$ cat src/common/i2c_pkg.sv
package i2c_pkg;

    // one frame on the wire
    typedef logic [7:0] byte_t;

    localparam int BYTE_BITS = 8; // data bits before the ack bit
    localparam int TICKS_PER_BIT = 4; // also the length of start and stop
    localparam int ADDR_W = 7; // 7-bit slave address
    localparam int DC_BIT = 6; // d/c# position in the control byte

    localparam logic RW_WRITE = 1'b0; // r/w# value, this master only writes

    // tick phase within a bit, start or stop
    typedef logic [1:0] phase_t;

    localparam phase_t PH_SETUP = 2'd0; // sda set, scl low
    localparam phase_t PH_RISE = 2'd1; // scl raised
    localparam phase_t PH_FALL = 2'd2; // scl dropped
    localparam phase_t PH_HOLD = phase_t'(TICKS_PER_BIT - 1); // last tick of the bit

    // Bus level view of a transaction. ADDRESS, CONTROL and PAYLOAD each
    // cover the eight data bits and the ack bit that follows them.
    typedef enum logic [2:0] {
        IDLE,
        START,
        ADDRESS,
        CONTROL,
        PAYLOAD,
        STOP
    } bus_state_t;

endpackage

$ cat src/hw/i2c_byte_shifter.sv
module i2c_byte_shifter (
    input  logic           CLK,
    input  logic           NRST,
    input  logic           SCL_PULSE,
    input  logic           load, // strobe, only ever on a tick
    input  i2c_pkg::byte_t tx_byte,
    input  logic           sda_in,
    output logic           shift_scl, // 1 = scl released
    output logic           shift_sda_release, // 1 = sda released
    output logic           done,
    output logic           acked
);

    import i2c_pkg::*;

    localparam int CNT_W = $clog2(BYTE_BITS + 1);

    logic             active;
    logic [CNT_W-1:0] bit_cnt; // BYTE_BITS marks the ack bit
    phase_t           phase;
    logic             scl_q;
    logic             sda_rel_q;
    byte_t            shreg;
    logic             ack_q;
    logic             ack_bit;
    logic             step;

    assign ack_bit = (bit_cnt == CNT_W'(BYTE_BITS));
    assign step = SCL_PULSE && active;

    // 8 data bits plus the ack bit, 4 ticks each, gives 36 ticks to done
    assign done = step && ack_bit && (phase == PH_HOLD);
    assign acked = ack_q;

    assign shift_scl = scl_q;
    assign shift_sda_release = sda_rel_q;

    always_ff @(posedge CLK) begin
        if (!NRST) begin
            active <= 1'b0;
            bit_cnt <= '0;
            phase <= PH_SETUP;
            scl_q <= 1'b1;
            sda_rel_q <= 1'b1;
        end else if (load) begin
            // start of a frame: scl is already low from the previous step
            active <= 1'b1;
            bit_cnt <= '0;
            phase <= PH_SETUP;
            scl_q <= 1'b0;
            sda_rel_q <= 1'b0;
        end else if (step) begin
            case (phase)
                PH_SETUP: begin
                    sda_rel_q <= ack_bit ? 1'b1 : shreg[BYTE_BITS-1]; // slave owns sda in ack
                end
                PH_RISE: begin
                    scl_q <= 1'b1;
                end
                PH_FALL: begin
                    scl_q <= 1'b0;
                end
                default: begin
                    if (ack_bit) begin
                        active <= 1'b0; // frame finished
                    end else begin
                        bit_cnt <= bit_cnt + 1'b1;
                    end
                end
            endcase
            phase <= phase + 1'b1;
        end
    end

    // frame data and the sampled ack
    always_ff @(posedge CLK) begin
        if (load) begin
            shreg <= tx_byte;
        end else if (step && (phase == PH_HOLD) && !ack_bit) begin
            shreg <= {shreg[BYTE_BITS-2:0], 1'b0}; // msb first
        end
        if (step && ack_bit && (phase == PH_RISE)) begin
            ack_q <= !sda_in; // low line is an ack
        end
    end

endmodule

$ cat config.mk
export PLATFORM = sky130hd
export DESIGN_NAME = i2c_byte_shifter
export DESIGN_NICKNAME = d
export VERILOG_FILES = /design/src/common/i2c_pkg.sv /design/src/hw/i2c_byte_shifter.sv
export SDC_FILE = /design/constraint.sdc
export NUM_CORES = 1
export LEC_CHECK = 0
export BUFFER_PORTS_ARGS = -buffer_cell sky130_fd_sc_hd__buf_2
export CORE_ASPECT_RATIO = 1.1
export CORE_MARGIN = 2
export CORE_UTILIZATION = 45
export DETAILED_ROUTE_END_ITERATION = 8
export PLACE_DENSITY_LB_ADDON = 0.25
export SYNTH_ARGS = -nofsm -noshare
export SYNTH_HDL_FRONTEND = slang
export SYNTH_SLANG_ARGS = --single-unit
export TNS_END_PERCENT = 50
$ cat constraint.sdc
create_clock -name CLK -period 2 [get_ports CLK]
set_input_delay 0.2 -clock CLK [delete_from_list [all_inputs] [get_ports CLK]]
set_output_delay 0.2 -clock CLK [all_outputs]
set_load 0.1 [all_outputs]
Yosys cells after proc, flatten, opt, wreduce, memory -nomap -nowiden
Cells that the tools add are included.

operators by class
  mux-type cells = 13
  reduce and logical (&&, ||, !) cells = 20
  equality and inequality tests = 5
  $add $sub $neg = 2
  bitwise gates (word level) = 3

operators with widths
  cell                   number
  $mux W8                2
  $mux W1                10
  $reduce_bool A2 Y1     4
  $logic_and A1 B1 Y1    6
  $reduce_and A3 Y1      2
  $add A4 B1 Y4 const B  1
  $eq A2 B2 Y1 const B   2
  $eq A4 B4 Y1 const B   1
  $reduce_and A2 Y1      2
  $not A1 Y1             3
  $reduce_bool A3 Y1     1
  $reduce_or A3 Y1       1
  $add A2 B1 Y2 const B  1
  $eq A2 B1 Y1 const B   1
  $logic_not A1 Y1       2
  $logic_not A2 Y1       1
  $ne A2 B1 Y1 const B   1
  $pmux W1 S2            1
  $reduce_or A2 Y1       1

word-level totals
  output and inout port bits = 4
  bits of input ports = 13
  register bits = 18
  logic and storage cells = 50

Depth between registers and ports, before layout
Gate-level depths: netlist of run 1.

  depth after elaboration = 5
  mapped depth = 6
  gate-level depth less buffers = 5

Worst setup path before layout of run 1
Ideal clock, no wire load.

  kind = register -> register
  from = register bit_cnt[0]
  to = register shreg[0] (enable)
  buffers on the path = 1
  clock period less this slack = 1.696 ns
  required time = 1.625 ns
  setup slack = 0.304 ns
  setup time = 0.375 ns
  arrival time = 1.321 ns
  cell stages (with the launch flop) = 6
  cells stage by stage = dfxtp_1 -> inv_1 -> ha_1 -> and3b_1 -> buf_6 -> o21bai_1

between the ends
  cells in the longest elaborated chain, start to end = 4

RTL lines
  element                              RTL line                source
  from (decl)                          i2c_byte_shifter.sv:19  logic [CNT_W-1:0] bit_cnt;
  from (signal assigned)               i2c_byte_shifter.sv:67  bit_cnt <= bit_cnt + 1'b1;
  $eq A4 B4 Y1                         i2c_byte_shifter.sv:28  assign ack_bit = (bit_cnt == CNT_W'(BYTE_BITS));
  $logic_not A1 Y1                     i2c_byte_shifter.sv:79  end else if (step && (phase == PH_HOLD) && !ack_bit) begin
  $logic_and A1 B1 Y1                  i2c_byte_shifter.sv:79
  $reduce_bool A2 Y1 (no source line)  -
  to (signal assigned)                 i2c_byte_shifter.sv:78  shreg <= tx_byte;
  to (signal assigned)                 i2c_byte_shifter.sv:80  shreg <= {shreg[BYTE_BITS-2:0], 1'b0};
  to (decl)                            i2c_byte_shifter.sv:23  byte_t shreg;

Every way passes these cells.
A chain may end at the register's enable or synchronous reset.

Final worst setup path of run 1
  from = register bit_cnt[0]
  to = output done

between the ends
  cells in the longest elaborated chain, start to end = 3

RTL lines
  element                            RTL line                source
  $eq A4 B4 Y1                       i2c_byte_shifter.sv:28
  $logic_and A1 B1 Y1 (2 in series)  i2c_byte_shifter.sv:32  assign done = step && ack_bit && (phase == PH_HOLD);
  to (decl)                          i2c_byte_shifter.sv:10  output logic done,

Every way passes these cells.

==> run summary, run 1 <==
run status -> finished clean
FF+latch count, synth -> 18
GR Overflow Total -> 0
Layout Skew -> 0.633 ps
layout overhead on the synthesized area -> 15.2%
Pleak -> 0.401 nW
CP delay by family, top -> simple AND/OR/NAND/NOR gates
clock sink count -> 18
CP max stage delay -> 350 ps
CP Launch Type -> register
initial antenna violation count -> 0
Post-DRT Antenna Nets -> 0
vias per cell -> 5.32
EDFF count, synth -> 9
Worst Hold End -> acked$_DFFE_PP_
RSZ-0062 raised after global routing -> no
most frequent cells after synthesis -> dfxtp_1 (9), edfxtp_1 (9), mux2_2 (7)
Ports -> 17
DP Cell Count -> 108
Die ar. -> 2280 um2
Final Max Slew Viols -> 0
RR Startpoint -> bit_cnt[0]$_SDFFE_PP0P_
Routed WL per cell -> 12.7 um
Primary FF master, synth -> edfxtp_1
Power Dens Cells -> 723 nW/um2
GRT Overall Usage -> 14.6%
Critical Path RT -> 1800 ps
worst r2r path cells -> 5
critical path, cell by cell -> inv_1 -> ha_1 -> and3b_1 -> and3_2 -> buf_6
CP Class -> register to output port
routability cong. -> 0.744
Hold/Removal Path Class -> primary input to register
synthesized net count -> 95
first-pass GRT wire length -> 2420 um
asr flop ratio synth -> 0%
Final Hold Slack -> 142 ps
cell taking the most area after synthesis -> edfxtp_1
Worst Path Buf+Inv -> 2
WP data arrival -> 1610 ps
# diodes -> 0
top post-synthesis cells by area -> edfxtp_1 (31%), dfxtp_1 (21%), mux2_2 (9.1%), ha_1 (8.7%), a21oi_1 (2.9%)
fin worst setup slack -> 189 ps
critical path's slowest cell -> dfxtp_1
Seq/Total Area, Yosys -> 52.2%
Initial Util -> 47.8%
DP Worst Slack -> 344 ps
Cells after Synth -> 76
worst slew pin tran -> 485 ps
Die Wd -> 45.7 um
Final #Nets -> 114
min-delay src -> sda_in
Netlist cell types -> 26
Post-CTS Setup Inserts -> 0
worst skew pair latency -> 290 ps
total power -> 0.000719 W
r2r setup slk -> 420 ps
mapped cell area -> 862 um2
CTS tree -> built
largest net degree at the start of global routing -> 15
Max rail drop VDD -> 0.449 mV
Num CTS Buffers -> 3
CORE AREA -> 1800 um2
drt drc -> 0
Final min period -> 1810 ps
FF-to-FF End -> shreg[5]$_DFFE_PP_
Final period util -> 90.5%
layout cells sized above 1 -> 31.9%
H-tree lvl count -> 1
clock transition at the registers of the reported paths -> 100 ps
Finished Layout Cells -> 112
Setup TNS -> 0 ps
Die Ht -> 49.9 um
Iteration-0 DRC Markers -> 6
via count -> 596
Hold Violations, Final -> 0
Syn Area/Cell -> 11.3 um2
critical path endpoint category -> output port
# rows -> 16
Slew HR -> 67.9%
Max-Cap Viols -> 0
clock buffer depth -> 2
PortBufs -> 16
DP HPWL -> 1060 um
fmax -> 0.552 GHz
CP Max Fanout -> 9
number of global-route vias before repair -> 591
DRT Pass-1 Iters -> 3
final setup fails -> 0
Root Driver -> clkbuf_4
post-synth top area share -> 31.3%
Ys Warns -> 0
Routed WL -> 1430 um
hold path cells -> 2
-- worst max path at each step --
stage                                       start                     end  slack [ps]  depth (start not counted)
after floorplan           bit_cnt[0]$_SDFFE_PP0P_  shreg[0]$_SDFFCE_PN0P_         300                          5
after global routing      bit_cnt[0]$_SDFFE_PP0P_                    done          40                          5
final                     bit_cnt[0]$_SDFFE_PP0P_                    done         190                          5
after CTS                 bit_cnt[0]$_SDFFE_PP0P_                    done         120                          5
after detailed placement  bit_cnt[0]$_SDFFE_PP0P_                    done         340                          5
after global placement    bit_cnt[0]$_SDFFE_PP0P_                    done         380                          5
-- report_power, final --
part / total, W / switching (W) / internal, W
logic: 0.0000816 / 0.0000495 / 0.0000320
clock network: 0.000222 / 0.000111 / 0.000111
registers: 0.000415 / 0.00000771 / 0.000408
total: 0.000719 / 0.000168 / 0.000550
-- metal layers --
layer / share of wire (%) / vias to the layer above / wire (um) / global-route usage, %
li1: - / 305 / - / -
met1: 47 / 275 / 675 / 18.9
met2: 48 / 14 / 678 / 22.3
met3: 4.1 / 2 / 58 / 3.30
met4: 0.98 / 0 / 14 / 7.14
met5: 0 / - / 0 / 0
-- kinds of logic (layout without fill, tap and decap cells) --
| group | count (synthesis) | in the layout | synth area share [%] |
|---|---|---|---|
| AND/OR/NAND/NOR | 21 | 21 | 13.5 |
| flip-flops | 18 | 18 | 52.2 |
| AO/OA/AOI/OAI | 14 | 14 | 9.58 |
| multiplexers | 8 | 8 | 10.3 |
| buffers and inverters | 8 | 26 | 4.64 |
| adder cells (fa/ha/maj) | 6 | 6 | 8.71 |
| XOR/XNOR | 1 | 1 | 1.02 |
-- layout make-up --
class                           instances  area (um2)
Clock buffer                            4        36.3
Timing Repair Buffer                   17        93.8
Sequential cell                        18         450
Inverter                                5        18.8
Multi-Input combinational cell         50         372
Tap cell                               18        22.5
Fill cell                             174         808
-- flip-flops by register name, indices dropped and copies added, names as in the netlist --
signal / flops
active: 1
bit_cnt: 4
shift_sda_release: 1
shift_scl: 1
shreg: 8
phase: 2
acked: 1
-- stage by stage --
stage	area (um2)	utilization, %
final	993	55.1
after global routing	993	55.1
after CTS	990	54.9
after detailed placement	951	52.8
after global placement	951	52.8
after floorplan	862	-
-- repair_timing --
item,4_1_cts,5_1_grt
resized for setup,1,1
hold buffers,0,0
pin swaps,0,0
endpoints found under the setup margin,1,1
-- cells in the final DEF, fill, tap and decap left out, types with 2 or more instances in the layout --
master,n
buf_2,15
a21oi_1,5
and2_1,2
clkbuf_4,3
nand2_1,4
o21ai_0,4
mux2_2,7
or3_1,3
ha_1,6
inv_1,5
nand3_1,3
o31ai_1,2
nor2_1,2
and3_2,2
edfxtp_1,9
dfxtp_1,9
Power figures use the tool's default switching activity.
==> run 2: changes to the inputs <==
CORE_ASPECT_RATIO = 1.2   (was 1.1)
==> run 2 against run 1 <==
Net effect:
- core utilization is 1.5 points lower
- critical path depth is the same
- combinational power hardly changed
- final cell count grew 0.89%
- maximum frequency decreased by 4.6%
- sequential power about the same
- flip-flop and latch count unchanged
- critical endpoint unchanged
==> run summary, run 2 (synthesis results as in run 1) <==
run status -> finished clean (unchanged)
Hold Violations, Final -> 0 (unchanged)
number of global-route vias before repair -> 591 (unchanged)
# rows -> 17 (was 16)
Final min period -> 1900 ps (was 1810 ps)
CP Launch Type -> register (unchanged)
Die Wd -> 44.0 um (was 45.7 um)
PortBufs -> 16 (unchanged)
final setup fails -> 0 (unchanged)
Routed WL per cell -> 13.0 um (was 12.7 um)
Final Util -> 53.6% (was 55.1%)
Hold-fix buffers, CTS -> 0 (unchanged)
Post-DRT Antenna Nets -> 0 (unchanged)
clock transition at the registers of the reported paths -> 100 ps (about the same)
DP Worst Slack -> 273 ps (was 344 ps)
RSZ-0062 raised after global routing -> no (unchanged)
Die Ht -> 51.9 um (was 49.9 um)
Resized cells post-CTS -> 1 (unchanged)
Die ar. -> 2280 um2 (about the same)
Slew HR -> 67.5% (was 67.9%)
Setup TNS -> 0 ps (unchanged)
Final #Nets -> 114 (unchanged)
CP Class -> register to output port (unchanged)
fmax -> 0.527 GHz (was 0.552 GHz)
most common cell after layout, fill and taps aside -> buf_2 (unchanged)
largest net degree at the start of global routing -> 15 (unchanged)
Iteration-0 DRC Markers -> 4 (was 6)
CORE AREA -> 1830 um2 (was 1800 um2)
via count -> 603 (was 596)
first-pass GRT wire length -> 2440 um (was 2420 um)
Power Dens Cells -> 691 nW/um2 (was 723 nW/um2)
Final Max Slew Viols -> 0 (unchanged)
H-tree lvl count -> 1 (unchanged)
GRT Overall Usage -> 15.0% (was 14.6%)
clock sink count -> 18 (unchanged)
Hold/Removal Path Class -> primary input to register (unchanged)
Reg with most FFs -> shreg (unchanged)
CP Max Fanout -> 9 (unchanged)
DP HPWL -> 1090 um (was 1060 um)
Max rail drop VDD -> 0.445 mV (was 0.449 mV)
CTS tree -> built (unchanged)
fin worst setup slack -> 101 ps (was 189 ps)
Post-CTS Setup Inserts -> 0 (unchanged)
initial antenna violation count -> 0 (unchanged)
max FFs per register -> 8 (unchanged)
Final period util -> 94.9% (was 90.5%)
Routed WL -> 1470 um (was 1430 um)
Root Driver -> clkbuf_4 (unchanged)
Pleak -> 0.395 nW (was 0.401 nW)
worst slew pin tran -> 491 ps (was 485 ps)
routability cong. -> 0.757 (was 0.744)
GR Overflow Total -> 0 (unchanged)
layout cells sized above 1 -> 30.9% (was 31.9%)
clock buffer depth -> 2 (unchanged)
DRT Pass-1 Iters -> 4 (was 3)
critical path endpoint category -> output port (unchanged)
worst skew pair latency -> 290 ps (about the same)
Num CTS Buffers -> 3 (unchanged)
Critical Path RT -> 1800 ps (about the same)
drt drc -> 0 (unchanged)
layout overhead on the synthesized area -> 13.8% (was 15.2%)
WP data arrival -> 1700 ps (was 1610 ps)
# diodes -> 0 (unchanged)
most frequent cells in the layout -> buf_2 (15), edfxtp_1 (9), dfxtp_1 (9), mux2_2 (7), ha_1 (6) (unchanged)
Ports -> 17 (unchanged)
vias per cell -> 5.34 (was 5.32)
Initial Util -> 47.1% (was 47.8%)
Layout Skew -> 4.09 ps (was 0.633 ps)
Max-Cap Viols -> 0 (unchanged)
r2r setup slk -> 440 ps (was 420 ps)
Largest regs -> shreg (8), bit_cnt (4), phase (2) (unchanged)
## run 2: cell types whose count changed in the layout (fill, tap and decap cells not counted), sizes merged
cell    delta
clkbuf     -1
clkinv     +1
## run 2: final timing paths
| path | startpoint | endpoint | depth (start not counted) |
|---|---|---|---|
| setup reg to reg | bit_cnt[0]$_SDFFE_PP0P_ | shreg[5]$_DFFE_PP_ | 5 |
| hold / removal | sda_in | acked$_DFFE_PP_ | 2 |
| setup / recovery | bit_cnt[0]$_SDFFE_PP0P_ | done | 5 |
| hold reg to reg | bit_cnt[2]$_SDFFE_PP0P_ | bit_cnt[2]$_SDFFE_PP0P_ | 2 |
## run 2: cell type report
class	instances	area [um2]
sequential	18	450
tap	19	23.8
clock inverter	1	3.75
timing repair buffer	17	90.1
multi-input combinational	50	372
fill	176	848
inverter	5	18.8
clock buffer	3	22.5
## run 2: metal layers
| metal | track usage, % | up-vias | wire length [um] |
|---|---|---|---|
| met5 | 0 | - | 0 |
| met4 | 9.09 | 0 | 16 |
| met3 | 3.13 | 2 | 47 |
| met2 | 24.3 | 10 | 724 |
| met1 | 18.0 | 280 | 685 |
| li1 | - | 311 | - |
## run 2: worst max-delay path, cell delays in order (launching register included)
cell	delay, ps
dfxtp_1	350
inv_1	70
ha_1	130
and3b_1	330
and3_2	240
buf_4	280
## run 2: report_power, final
group	internal (W)	switching [W]	total (W)
combinational	0.0000320	0.0000499	0.0000819
sequential	0.000408	0.00000814	0.000416
clock	0.0000724	0.000108	0.000181
## run 2: per-stage QoR
| step | hold slack, ps | std cells | total power [W] | instance area, um2 |
|---|---|---|---|---|
| global route | 125 | 113 | 0.000714 | 981 |
| global placement | 437 | 109 | 0.000504 | 952 |
| detailed placement | 443 | 109 | 0.000506 | 952 |
| floorplan | 271 | 76 | 0.000480 | 862 |
| finish | 146 | 113 | 0.000678 | 981 |
| CTS | 143 | 113 | 0.000685 | 981 |
