==> config.mk <==
export PLATFORM = sky130hd
export DESIGN_NAME = i2c_txn_sequencer
export DESIGN_NICKNAME = d
export VERILOG_FILES = /design/src/common/i2c_pkg.sv /design/src/hw/i2c_txn_sequencer.sv
export SDC_FILE = /design/constraint.sdc
export NUM_CORES = 1
export LEC_CHECK = 0
export ABC_AREA = 1
export BUFFER_PORTS_ARGS = -buffer_cell sky130_fd_sc_hd__buf_2
export CAP_MARGIN = 10
export CORE_ASPECT_RATIO = 0.9
export CORE_MARGIN = 1
export CORE_UTILIZATION = 53
export CTS_BUF_LIST = sky130_fd_sc_hd__clkbuf_8
export DETAILED_ROUTE_END_ITERATION = 8
export PLACE_DENSITY = 0.86
export RECOVER_POWER = 50
export SYNTH_ARGS = -nofsm -noshare
export SYNTH_HDL_FRONTEND = slang
export SYNTH_SLANG_ARGS = --single-unit
==> constraint.sdc <==
create_clock -name CLK -period 3.7 [get_ports CLK]
set_input_delay 1.11 -clock CLK [delete_from_list [all_inputs] [get_ports CLK]]
set_output_delay 1.11 -clock CLK [all_outputs]
set_load 0.1 [all_outputs]
==> src/common/i2c_pkg.sv <==
package i2c_pkg;

    // one frame on the wire
    typedef logic [7:0] byte_t;

    localparam int BYTE_BITS = 8; // data bits before the ack bit
    localparam int TICKS_PER_BIT = 4; // also the length of start and stop
    localparam int ADDR_W = 7; // 7-bit slave address
    localparam int DC_BIT = 6; // d/c# position in the control byte

    localparam logic RW_WRITE = 1'b0; // r/w# value, this master only writes

    // tick phase within a bit, start or stop
    typedef logic [1:0] phase_t;

    localparam phase_t PH_SETUP = 2'd0; // sda set, scl low
    localparam phase_t PH_RISE = 2'd1; // scl raised
    localparam phase_t PH_FALL = 2'd2; // scl dropped
    localparam phase_t PH_HOLD = phase_t'(TICKS_PER_BIT - 1); // last tick of the bit

    // Bus level view of a transaction. ADDRESS, CONTROL and PAYLOAD each
    // cover the eight data bits and the ack bit that follows them.
    typedef enum logic [2:0] {
        IDLE,
        START,
        ADDRESS,
        CONTROL,
        PAYLOAD,
        STOP
    } bus_state_t;

endpackage

==> src/hw/i2c_txn_sequencer.sv <==
module i2c_txn_sequencer #(
    parameter int CMD_COUNT_W = 5,
    parameter int DATA_COUNT_W = 8
) (
    input  logic                          CLK,
    input  logic                          NRST,
    input  logic                          SCL_PULSE,
    input  logic                          ENABLE, // active low
    input  logic [i2c_pkg::ADDR_W-1:0]    slave_addr,
    input  i2c_pkg::byte_t                control_frame,
    input  i2c_pkg::byte_t                reg_addr,
    input  i2c_pkg::byte_t                data_write,
    input  logic                          scl_in,
    input  logic                          done,
    input  logic                          acked,
    input  logic                          shift_scl,
    input  logic                          shift_sda_release,
    output logic                          load,
    output i2c_pkg::byte_t                tx_byte,
    output logic                          scl_low, // 1 = pull scl low
    output logic                          sda_low, // 1 = pull sda low
    output i2c_pkg::bus_state_t           state,
    output logic                          busy,
    output logic [CMD_COUNT_W-1:0]        command_count,
    output logic [DATA_COUNT_W-1:0]       data_count
);

    import i2c_pkg::*;

    phase_t     phase; // start and stop sub-steps
    logic       scl_low_q;
    logic       sda_low_q;
    byte_t      addr_q;
    byte_t      ctrl_q;
    byte_t      payload_q;
    logic       dc_q; // payload is data, not a command
    logic       accept;
    logic       start_end;
    logic       in_byte;
    logic       last_byte;
    bus_state_t next_byte_state;

    assign accept = SCL_PULSE && (state == IDLE) && !ENABLE;
    assign start_end = SCL_PULSE && (state == START) && (phase == PH_HOLD);
    assign in_byte = (state == ADDRESS) || (state == CONTROL) || (state == PAYLOAD);
    assign last_byte = (state == PAYLOAD) || !acked; // nack cuts the frame short

    // next frame goes out on the same tick the previous one is acked
    assign load = start_end || (done && acked && (state != PAYLOAD));

    always_comb begin
        case (state)
            START:   tx_byte = addr_q;
            ADDRESS: tx_byte = ctrl_q;
            default: tx_byte = payload_q;
        endcase
    end

    always_comb begin
        if (state == ADDRESS) begin
            next_byte_state = CONTROL;
        end else begin
            next_byte_state = PAYLOAD;
        end
    end

    // shifter owns the lines while a byte is on the bus
    assign scl_low = in_byte ? !shift_scl : scl_low_q;
    assign sda_low = in_byte ? !shift_sda_release : sda_low_q;

    assign busy = (state != IDLE);

    // request is frozen at start
    always_ff @(posedge CLK) begin
        if (accept) begin
            addr_q <= {slave_addr, RW_WRITE};
            ctrl_q <= control_frame;
            payload_q <= control_frame[DC_BIT] ? data_write : reg_addr;
            dc_q <= control_frame[DC_BIT];
        end
    end

    always_ff @(posedge CLK) begin
        if (!NRST) begin
            state <= IDLE;
            phase <= PH_SETUP;
            scl_low_q <= 1'b0;
            sda_low_q <= 1'b0;
            command_count <= '0;
            data_count <= '0;
        end else if (SCL_PULSE) begin
            case (state)
                IDLE: begin
                    scl_low_q <= 1'b0;
                    sda_low_q <= 1'b0;
                    phase <= PH_SETUP;
                    if (!ENABLE) begin
                        state <= START;
                    end
                end
                START: begin
                    if (phase == PH_SETUP) begin
                        sda_low_q <= 1'b1; // sda falls with scl high
                    end
                    if (phase == PH_RISE) begin
                        scl_low_q <= 1'b1; // then scl follows
                    end
                    if (phase == PH_HOLD) begin
                        state <= ADDRESS;
                    end
                    phase <= phase + 1'b1;
                end
                ADDRESS, CONTROL, PAYLOAD: begin
                    if (done) begin
                        if (state == PAYLOAD && acked) begin
                            if (dc_q) begin
                                data_count <= data_count + 1'b1;
                            end else begin
                                command_count <= command_count + 1'b1;
                            end
                        end
                        if (last_byte) begin
                            state <= STOP;
                            phase <= PH_SETUP;
                            scl_low_q <= 1'b1; // same levels the shifter left
                            sda_low_q <= 1'b1;
                        end else begin
                            state <= next_byte_state;
                        end
                    end
                end
                STOP: begin
                    case (phase)
                        PH_SETUP: begin
                            scl_low_q <= 1'b0;
                            phase <= PH_RISE;
                        end
                        PH_RISE: begin
                            if (scl_in) begin
                                phase <= PH_FALL; // slave let go of scl
                            end
                        end
                        PH_FALL: begin
                            sda_low_q <= 1'b0; // sda rises with scl high
                            phase <= PH_HOLD;
                        end
                        default: begin
                            phase <= PH_SETUP;
                            state <= IDLE;
                        end
                    endcase
                end
                default: begin
                    state <= IDLE;
                    phase <= PH_SETUP;
                end
            endcase
        end
    end

endmodule

## Word level (Yosys, flattened, before mapping)

Cells that the tools add are included.

| operators by class | value |
|---|---|
| add/subtract/negate cells | 3 |
| muxes and demuxes | 24 |
| equality and inequality tests | 19 |
| bitwise operators | 1 |
| reduce and logical (&&, ||, !) cells | 27 |

Operators by type and width:

| operator | count |
|---|---|
| 3-bit two-way mux | 6 |
| 8-bit case mux with 2 select lines | 1 |
| 5-bit AND reduction | 3 |
| 2-bit case mux with 3 select lines | 2 |
| 3-bit case mux with 4 select lines | 1 |
| 6-bit AND reduction | 2 |
| 2-bit inequality test (second input constant) | 5 |
| 8-bit by 1-bit adder with 8-bit output (second input constant) | 1 |
| 1-bit two-way mux | 8 |
| 8-bit two-way mux | 1 |
| 2-bit by 1-bit inequality test with 1-bit output (second input constant) | 4 |
| 1-bit case mux with 4 select lines | 2 |
| 1-bit logical AND | 7 |
| 3-bit by 2-bit equality test with 1-bit output (second input constant) | 2 |
| 3-bit equality test (second input constant) | 2 |
| 2-bit two-way mux | 3 |
| 3-bit inequality test (second input constant) | 2 |
| 3-bit OR reduction | 2 |
| 5-bit by 1-bit adder with 5-bit output (second input constant) | 1 |
| 2-bit equality test (second input constant) | 2 |
| 1-bit zero test | 4 |
| 1-bit logical OR | 4 |
| 4-bit AND reduction | 1 |
| 4-bit nonzero test | 1 |
| 7 further kinds | 7 |

| storage, ports and cells | value |
|---|---|
| bits in registers | 44 |
| logic and storage cells | 84 |
| bits of input ports | 40 |

## Longest topological paths before layout

Gate-level depths: netlist (run 1).

| depth | value |
|---|---|
| word-level depth | 5 |
| gate-level depth with buffers | 9 |
| depth with buffers taken out | 9 |

## Least setup slack after synthesis (run 1)

No wires, ideal clock.

| path | value |
|---|---|
| kind | register to output |
| start point | register state[0] |
| end point | output port load |
| arrival time | 3.697 ns |
| data required time | 2.590 ns |
| slack | -1.107 ns |
| cell stages (with the launch flop) | 5 |
| path through | dfxtp_1 > inv_2 > nor2_2 > nand2_2 > o31ai_1 |

| between the ends | value |
|---|---|
| longest elaborated chain between the ends | 4 |
| elaborated cells on any way between the ends | 6 |
| those cells by class | 2 x eq/ne; 4 x reduce/logical |

Ends and longest elaborated chain:

| what | line | text |
|---|---|---|
| from (decl) | i2c_txn_sequencer.sv:22 | `output i2c_pkg::bus_state_t state,` |
| from (signal assigned) | i2c_txn_sequencer.sv:128 | `state <= next_byte_state;` |
| 3-bit by 1-bit equality test with 1-bit output | i2c_txn_sequencer.sv:44 | `assign start_end = SCL_PULSE && (state == START) && (phase == PH_HOLD);` |
| 1-bit logical AND (2 in a row) | i2c_txn_sequencer.sv:44 |  |
| 1-bit logical OR (*) | i2c_txn_sequencer.sv:49 | `assign load = start_end \|\| (done && acked && (state != PAYLOAD));` |
| to (decl) | i2c_txn_sequencer.sv:18 | `output logic load,` |

Every way passes the cells marked *; elsewhere a longest branch is shown, timed or not.

## Worst setup path in the final report (run 1)

| path | value |
|---|---|
| start point | input port SCL_PULSE |
| end point | output port load |

| between the ends | value |
|---|---|
| longest elaborated chain between the ends | 3 |

Ends and longest elaborated chain:

| what | line | text |
|---|---|---|
| from (decl) | i2c_txn_sequencer.sv:7 | `input logic SCL_PULSE,` |
| 1-bit logical AND (2 in a row) | i2c_txn_sequencer.sv:44 |  |
| 1-bit logical OR | i2c_txn_sequencer.sv:49 |  |

Every way passes these cells.

==> results_dict.tcl, run 1 <==
set metrics [dict create \
    status "complete, no violations" \
    synth.distinct_cells 30 \
    grt_setup_unrepaired "no" \
    synth-edff-count 23 \
    finalHoldViolCount 0 \
    synth_fa_ha_area_share_pct 3.375 \
    synthesis.nets 305 \
    worstMarginPinSlew_ps 1222 \
    io_buffers 67 \
    dominantRegCellSynth "edfxtp_1" \
    drc_errors 0 \
    synth_area_sq_um 2225 \
    globalplace.congestion 0.8216 \
    layout-drive-gt1-share_pct 31.63 \
    htreeDepth 2 \
    synth_top_area_share_pct 31.05 \
    synth_top_family_by_area "simple AND/OR/NAND/NOR gates" \
    ir_worst_vdd_uv 520.1 \
    n_antenna_cell 0 \
    finalSetupViolCount 0 \
    cts_buffer_depth 2 \
    critical_path_class "primary input to primary output" \
    muxShareOfSynthArea_pct 4.049 \
    pin_count 68 \
    hp-class "flip-flop to flip-flop" \
    grt_first_pass_wirelength_mm 8.190 \
    post-route-period-util_pct 85.12 \
    clock-root-buffer "clkbuf_8" \
    antenna_found_initial 0 \
    synth-compound-area-share_pct 6.862 \
    leakagePower_nw 1.254 \
    cts_buffers 5 \
    synth-xor-area-share_pct 2.362 \
    ys_async_sr_fraction_pct 0 \
    fmax_mhz 317.5 \
    regArea_sq_um 1094 \
    die_h_um 63.47 \
    hpwl_mm 3.536 \
    fillCellCount 336 \
    cp-start-kind "primary input" \
    grt_pass1_vias 1856 \
    synthCells 259 \
    synth_seq_area_share_pct 49.04 \
    area_growth_pct 20.81 \
    power_mw 2.310 \
    design.core.area_sq_um 3862 \
    postLayoutCoreUtil_pct 69.58 \
    power_density_nw_per_um2 859.6 \
    synth_warnings 0 \
    num_vias 1963 \
    synth_common_cells "nand2_1 (68), nor2_1 (26), edfxtp_1 (23)" \
    fin_nets 377 \
    cts_setup_buffers 0 \
    multi_input_area_sq_um 1001 \
    slew_headroom_pct 18.57 \
    tritoncts "done" \
    drtAntennaViolNets 0 \
    crit_fanout 3 \
    wire_per_inst_um 12.82 \
    vias_per_cell 5.193 \
    postSynthAreaPerCell_sq_um 8.589 \
    cts_hold_buf 0 \
    dr.pass1.iters 4 \
    start_util_pct 57.60 \
    max_cap_viol_count 0 \
    cts-resized-gates 0 \
    row_count 21 \
    clock-sinks 43 \
    ys_ff_latch 43 \
    clkLatencyLatePin_ps 300 \
    grt_max_degree 24 \
    clkTransAtPathRegs_ps 80 \
    drt_iter0_drc 126 \
    dieArea_sq_um 4461 \
    die_width_um 70.29 \
    grt_usage_pct 23.35 \
    end_kind "primary output" \
    wirelength_mm 4.846 \
    pre_cts_slack_ps 612.7 \
    cp.required_ps 2590 \
    setup_ws_ps 550.5 \
    period_minus_slack_ps 3150 \
    synth_simple_gate_area_share_pct 28.52 \
    synth.most_common_cell "nand2_1" \
    synth_largest_area_cell "edfxtp_1" \
    gr-total-overflow 0 \
    drv_slew 0 \
    skew_ps 9.470 \
    synthTopCellsByArea "edfxtp_1 (31%), dfxtp_1 (18%), nand2_1 (11%)" \
    arrival_ps 2040 \
]
report_power, final:
part | switching (mW) | leakage [nW] | internal (mW)
Sequential | 0.0630 | 0.375 | 0.583
Clock | 0.165 | 0.0418 | 0.132
Combinational | 1.12 | 0.838 | 0.242
Total | 1.35 | 1.25 | 0.957
cells in the final DEF (no fill, tap or decap), types with 2 or more instances in the layout:
master	Yosys	layout
a21oi_1	17	17
a21oi_2	2	2
buf_2	0	65
clkbuf_1	2	3
clkbuf_8	0	5
dfxtp_1	20	18
dfxtp_2	0	2
edfxtp_1	23	23
ha_1	6	6
inv_1	20	21
inv_2	8	7
mux2_2	8	8
nand2_1	68	70
nand2_2	5	4
nand3_1	22	23
nand3_2	3	2
nand4_1	5	5
nor2_1	26	26
nor2_2	2	2
o21ai_0	4	4
xnor2_1	3	3
xor2_1	3	3
layer usage:
layer	vias to the layer above	track usage [%]	share of wire [%]
met4	0	7.250	1.6
met5	-	0	0
li1	999	-	-
met1	903	29.59	45
met2	53	39.64	48
met3	8	5.120	5.0
final timing paths:
check                           cells after the start  slack, ps     startpoint       endpoint
worst max register to register                      4       1550       state[0]   payload_q[4]
worst min register to register                      2        510  data_count[4]  data_count[4]
worst max-delay path                                4        550      SCL_PULSE           load
worst min-delay path                                2        510  data_count[4]  data_count[4]
area by class of cell:
cell class,instances,share of cell area [%]
Clock buffer,5,2.561
Clock inverter,3,0.7449
Inverter,29,4.097
Multi-Input combinational cell,184,37.24
Sequential cell,43,40.69
Tap cell,46,2.142
Timing Repair Buffer,68,12.52
state kept, by name (all words and copies together), names as in the netlist:
signal	count
sda_low_q	1
ctrl_q	8
state	3
phase	2
scl_low_q	1
command_count	5
addr_q	7
data_count	8
payload_q	8
critical path, stage by stage:
cell and delay [ps]:
clkbuf_1 140, inv_1 120, o31ai_2 220, buf_2 450
per-stage QoR:
| stage | instance area, sq um | setup TNS (ps) | hold WS (ps) | instances |
|---|---|---|---|---|
| after floorplan | 2237 | -839.6 | 452.3 | 259 |
| after detailed placement | 2625 | 0 | 478.6 | 370 |
| after CTS | 2714 | 0 | 511.7 | 378 |
| final | 2688 | 0 | 514.1 | 378 |
| after global routing | 2688 | 0 | 544.1 | 378 |
| after global placement | 2625 | 0 | 474.1 | 370 |
cell families after synthesis:
logic type / after synthesis
AOI/OAI and AO/OA: 27
muxes: 8
xor gates and xnor gates: 6
and+or+nand+nor: 137
DFF: 43
adders and majority gates: 6
buffers and inverters: 32
(Power assumes the default switching activity.)
==> run 2, diff against run 1 <==
--- a/config.mk
+++ b/config.mk
@@ -13,6 +13,7 @@
 export CORE_UTILIZATION = 53
 export CTS_BUF_LIST = sky130_fd_sc_hd__clkbuf_8
 export DETAILED_ROUTE_END_ITERATION = 8
+export HOLD_SLACK_MARGIN = 0.03
 export PLACE_DENSITY = 0.86
 export RECOVER_POWER = 50
 export SYNTH_ARGS = -nofsm -noshare
==> constraint.sdc (replaced) <==
create_clock -name CLK -period 3.6 [get_ports CLK]
set_input_delay 1.08 -clock CLK [delete_from_list [all_inputs] [get_ports CLK]]
set_output_delay 1.08 -clock CLK [all_outputs]
set_load 0.1 [all_outputs]
==> results_dict.tcl, run 2 (synthesis results as in run 1) <==
set metrics [dict create \
    status "complete, no violations" \
    num_vias 1979 \
    critical_path_class "primary input to primary output" \
    clkLatencyLatePin_ps 300 \
    post_dp_cell_area_sq_um 2620 \
    max_cap_viol_count 0 \
    area_growth_pct 19.85 \
    drc_errors 0 \
    start_util_pct 57.60 \
    pre_cts_slack_ps 619.4 \
    hold_depth 2 \
    timing.rr.end "addr_q[1]" \
    n_antenna_cell 0 \
    path_cells "clkbuf_1, inv_1, o31ai_2, buf_2" \
    crit_fanout 3 \
    finalSetupViolCount 0 \
    power_density_nw_per_um2 877.8 \
    worstReg2RegStart "state[0]" \
    die_h_um 63.47 \
    drt_iter0_drc 150 \
    slowest_delay_ps 450 \
    fmax_mhz 329.1 \
    tritoncts "done" \
    grt_max_degree 24 \
    hold_end "scl_low_q" \
    ir_worst_vdd_uv 485.1 \
    cts_buffers 5 \
    design.core.area_sq_um 3862 \
    setup_ws_ps 561.2 \
    hpwl_mm 3.616 \
    pin_count 68 \
    row_count 21 \
    io_buffers 67 \
    wirelength_mm 4.837 \
    vias_per_cell 5.249 \
    grt_first_pass_wirelength_mm 8.335 \
    clock-root-buffer "clkbuf_8" \
    fin_nets 377 \
    antenna_found_initial 0 \
    whs_ps 489.7 \
    skew_ps 3.939 \
    worst-path-buf-inv 3 \
    min-delay-start "scl_low_q" \
    grt_setup_unrepaired "no" \
    layout_common_cells "nand2_1 (70), buf_2 (65), nor2_1 (26)" \
    drtAntennaViolNets 0 \
    period_minus_slack_ps 3039 \
    wire_per_inst_um 12.83 \
    layout-drive-gt1-share_pct 31.42 \
    fillCellCount 317 \
    htreeDepth 2 \
    clock-sinks 43 \
    slew_headroom_pct 16.10 \
    hp-class "flip-flop to flip-flop" \
    leakagePower_nw 1.251 \
    gr-total-overflow 0 \
    fin_cells 377 \
    final_common_cell "nand2_1" \
    cp_slowest_cell "buf_2" \
    arrival_ps 1960 \
    design_area_sq_um 2666 \
    globalplace.congestion 0.8479 \
    cp.required_ps 2520 \
    drv_slew 0 \
    postLayoutCoreUtil_pct 69.03 \
    finalHoldViolCount 0 \
    die_width_um 70.29 \
    rr_worst_depth 4 \
    worstMarginPinSlew_ps 1258 \
    tns_ps 0 \
    clkTransAtPathRegs_ps 70 \
    cts_buffer_depth 2 \
    dieArea_sq_um 4461 \
    cts_setup_buffers 0 \
    grt_usage_pct 23.84 \
    cp-start-kind "primary input" \
    cts-resized-gates 0 \
    end_kind "primary output" \
    post-place-cells 370 \
    cts_hold_buf 0 \
    critPathTopFamily "buffers and inverters" \
    post-route-period-util_pct 84.41 \
    grt_pass1_vias 1851 \
    dr.pass1.iters 4 \
    reg_top3 "ctrl_q: 8 flops, data_count: 8 flops, payload_q: 8 flops" \
    rrSetupSlack_ps 1500 \
    power_mw 2.341 \
]
==> run 2: cell types whose count changed in the layout (fill, tap and decap cells not counted), sizes merged <==
cell and change:
clkinvlp -1
==> run 2: worst reg2reg max path, delay by kind of cell (launching register included) <==
| kind | cells | cell delay (ps) |
|---|---|---|
| flops | 1 | 380 |
| buf+inv | 1 | 940 |
| simple gates | 3 | 380 |
==> run 2: power breakdown <==
group          internal (mW)  leakage, nW  total [mW]  switching (mW)
clock network          0.129       0.0414       0.284           0.155
logic                  0.247        0.834        1.40            1.15
registers              0.601        0.375       0.660          0.0593
total                  0.977         1.25        2.34            1.36
==> run 2: worst max path at each step <==
stage,from,end,cells past startpoint
final,SCL_PULSE,load,4
after global placement,SCL_PULSE,load,4
after detailed placement,SCL_PULSE,load,4
after global routing,state[0],tx_byte[6],7
after floorplan,state[2],scl_low,4
after CTS,state[0],tx_byte[6],7
==> run 2: final cells by class <==
class,count,area [sq um],share of cell area (%)
clock buffers,5,68.82,2.581
clock inverters,2,8.758,0.3285
multi-input cells,184,989.7,37.12
repair buffers,68,336.6,12.62
flip-flops and latches,43,1095,41.06
well taps,46,57.56,2.159
inverters,29,110.1,4.130
==> run 2: routing by layer <==
layer	share of wire, %	track usage (%)	vias to the layer above
met1	43	29.62	913
met2	50	40.95	65
met5	0	0	-
met4	0.83	6.250	0
met3	5.8	6.240	4
li1	-	-	997
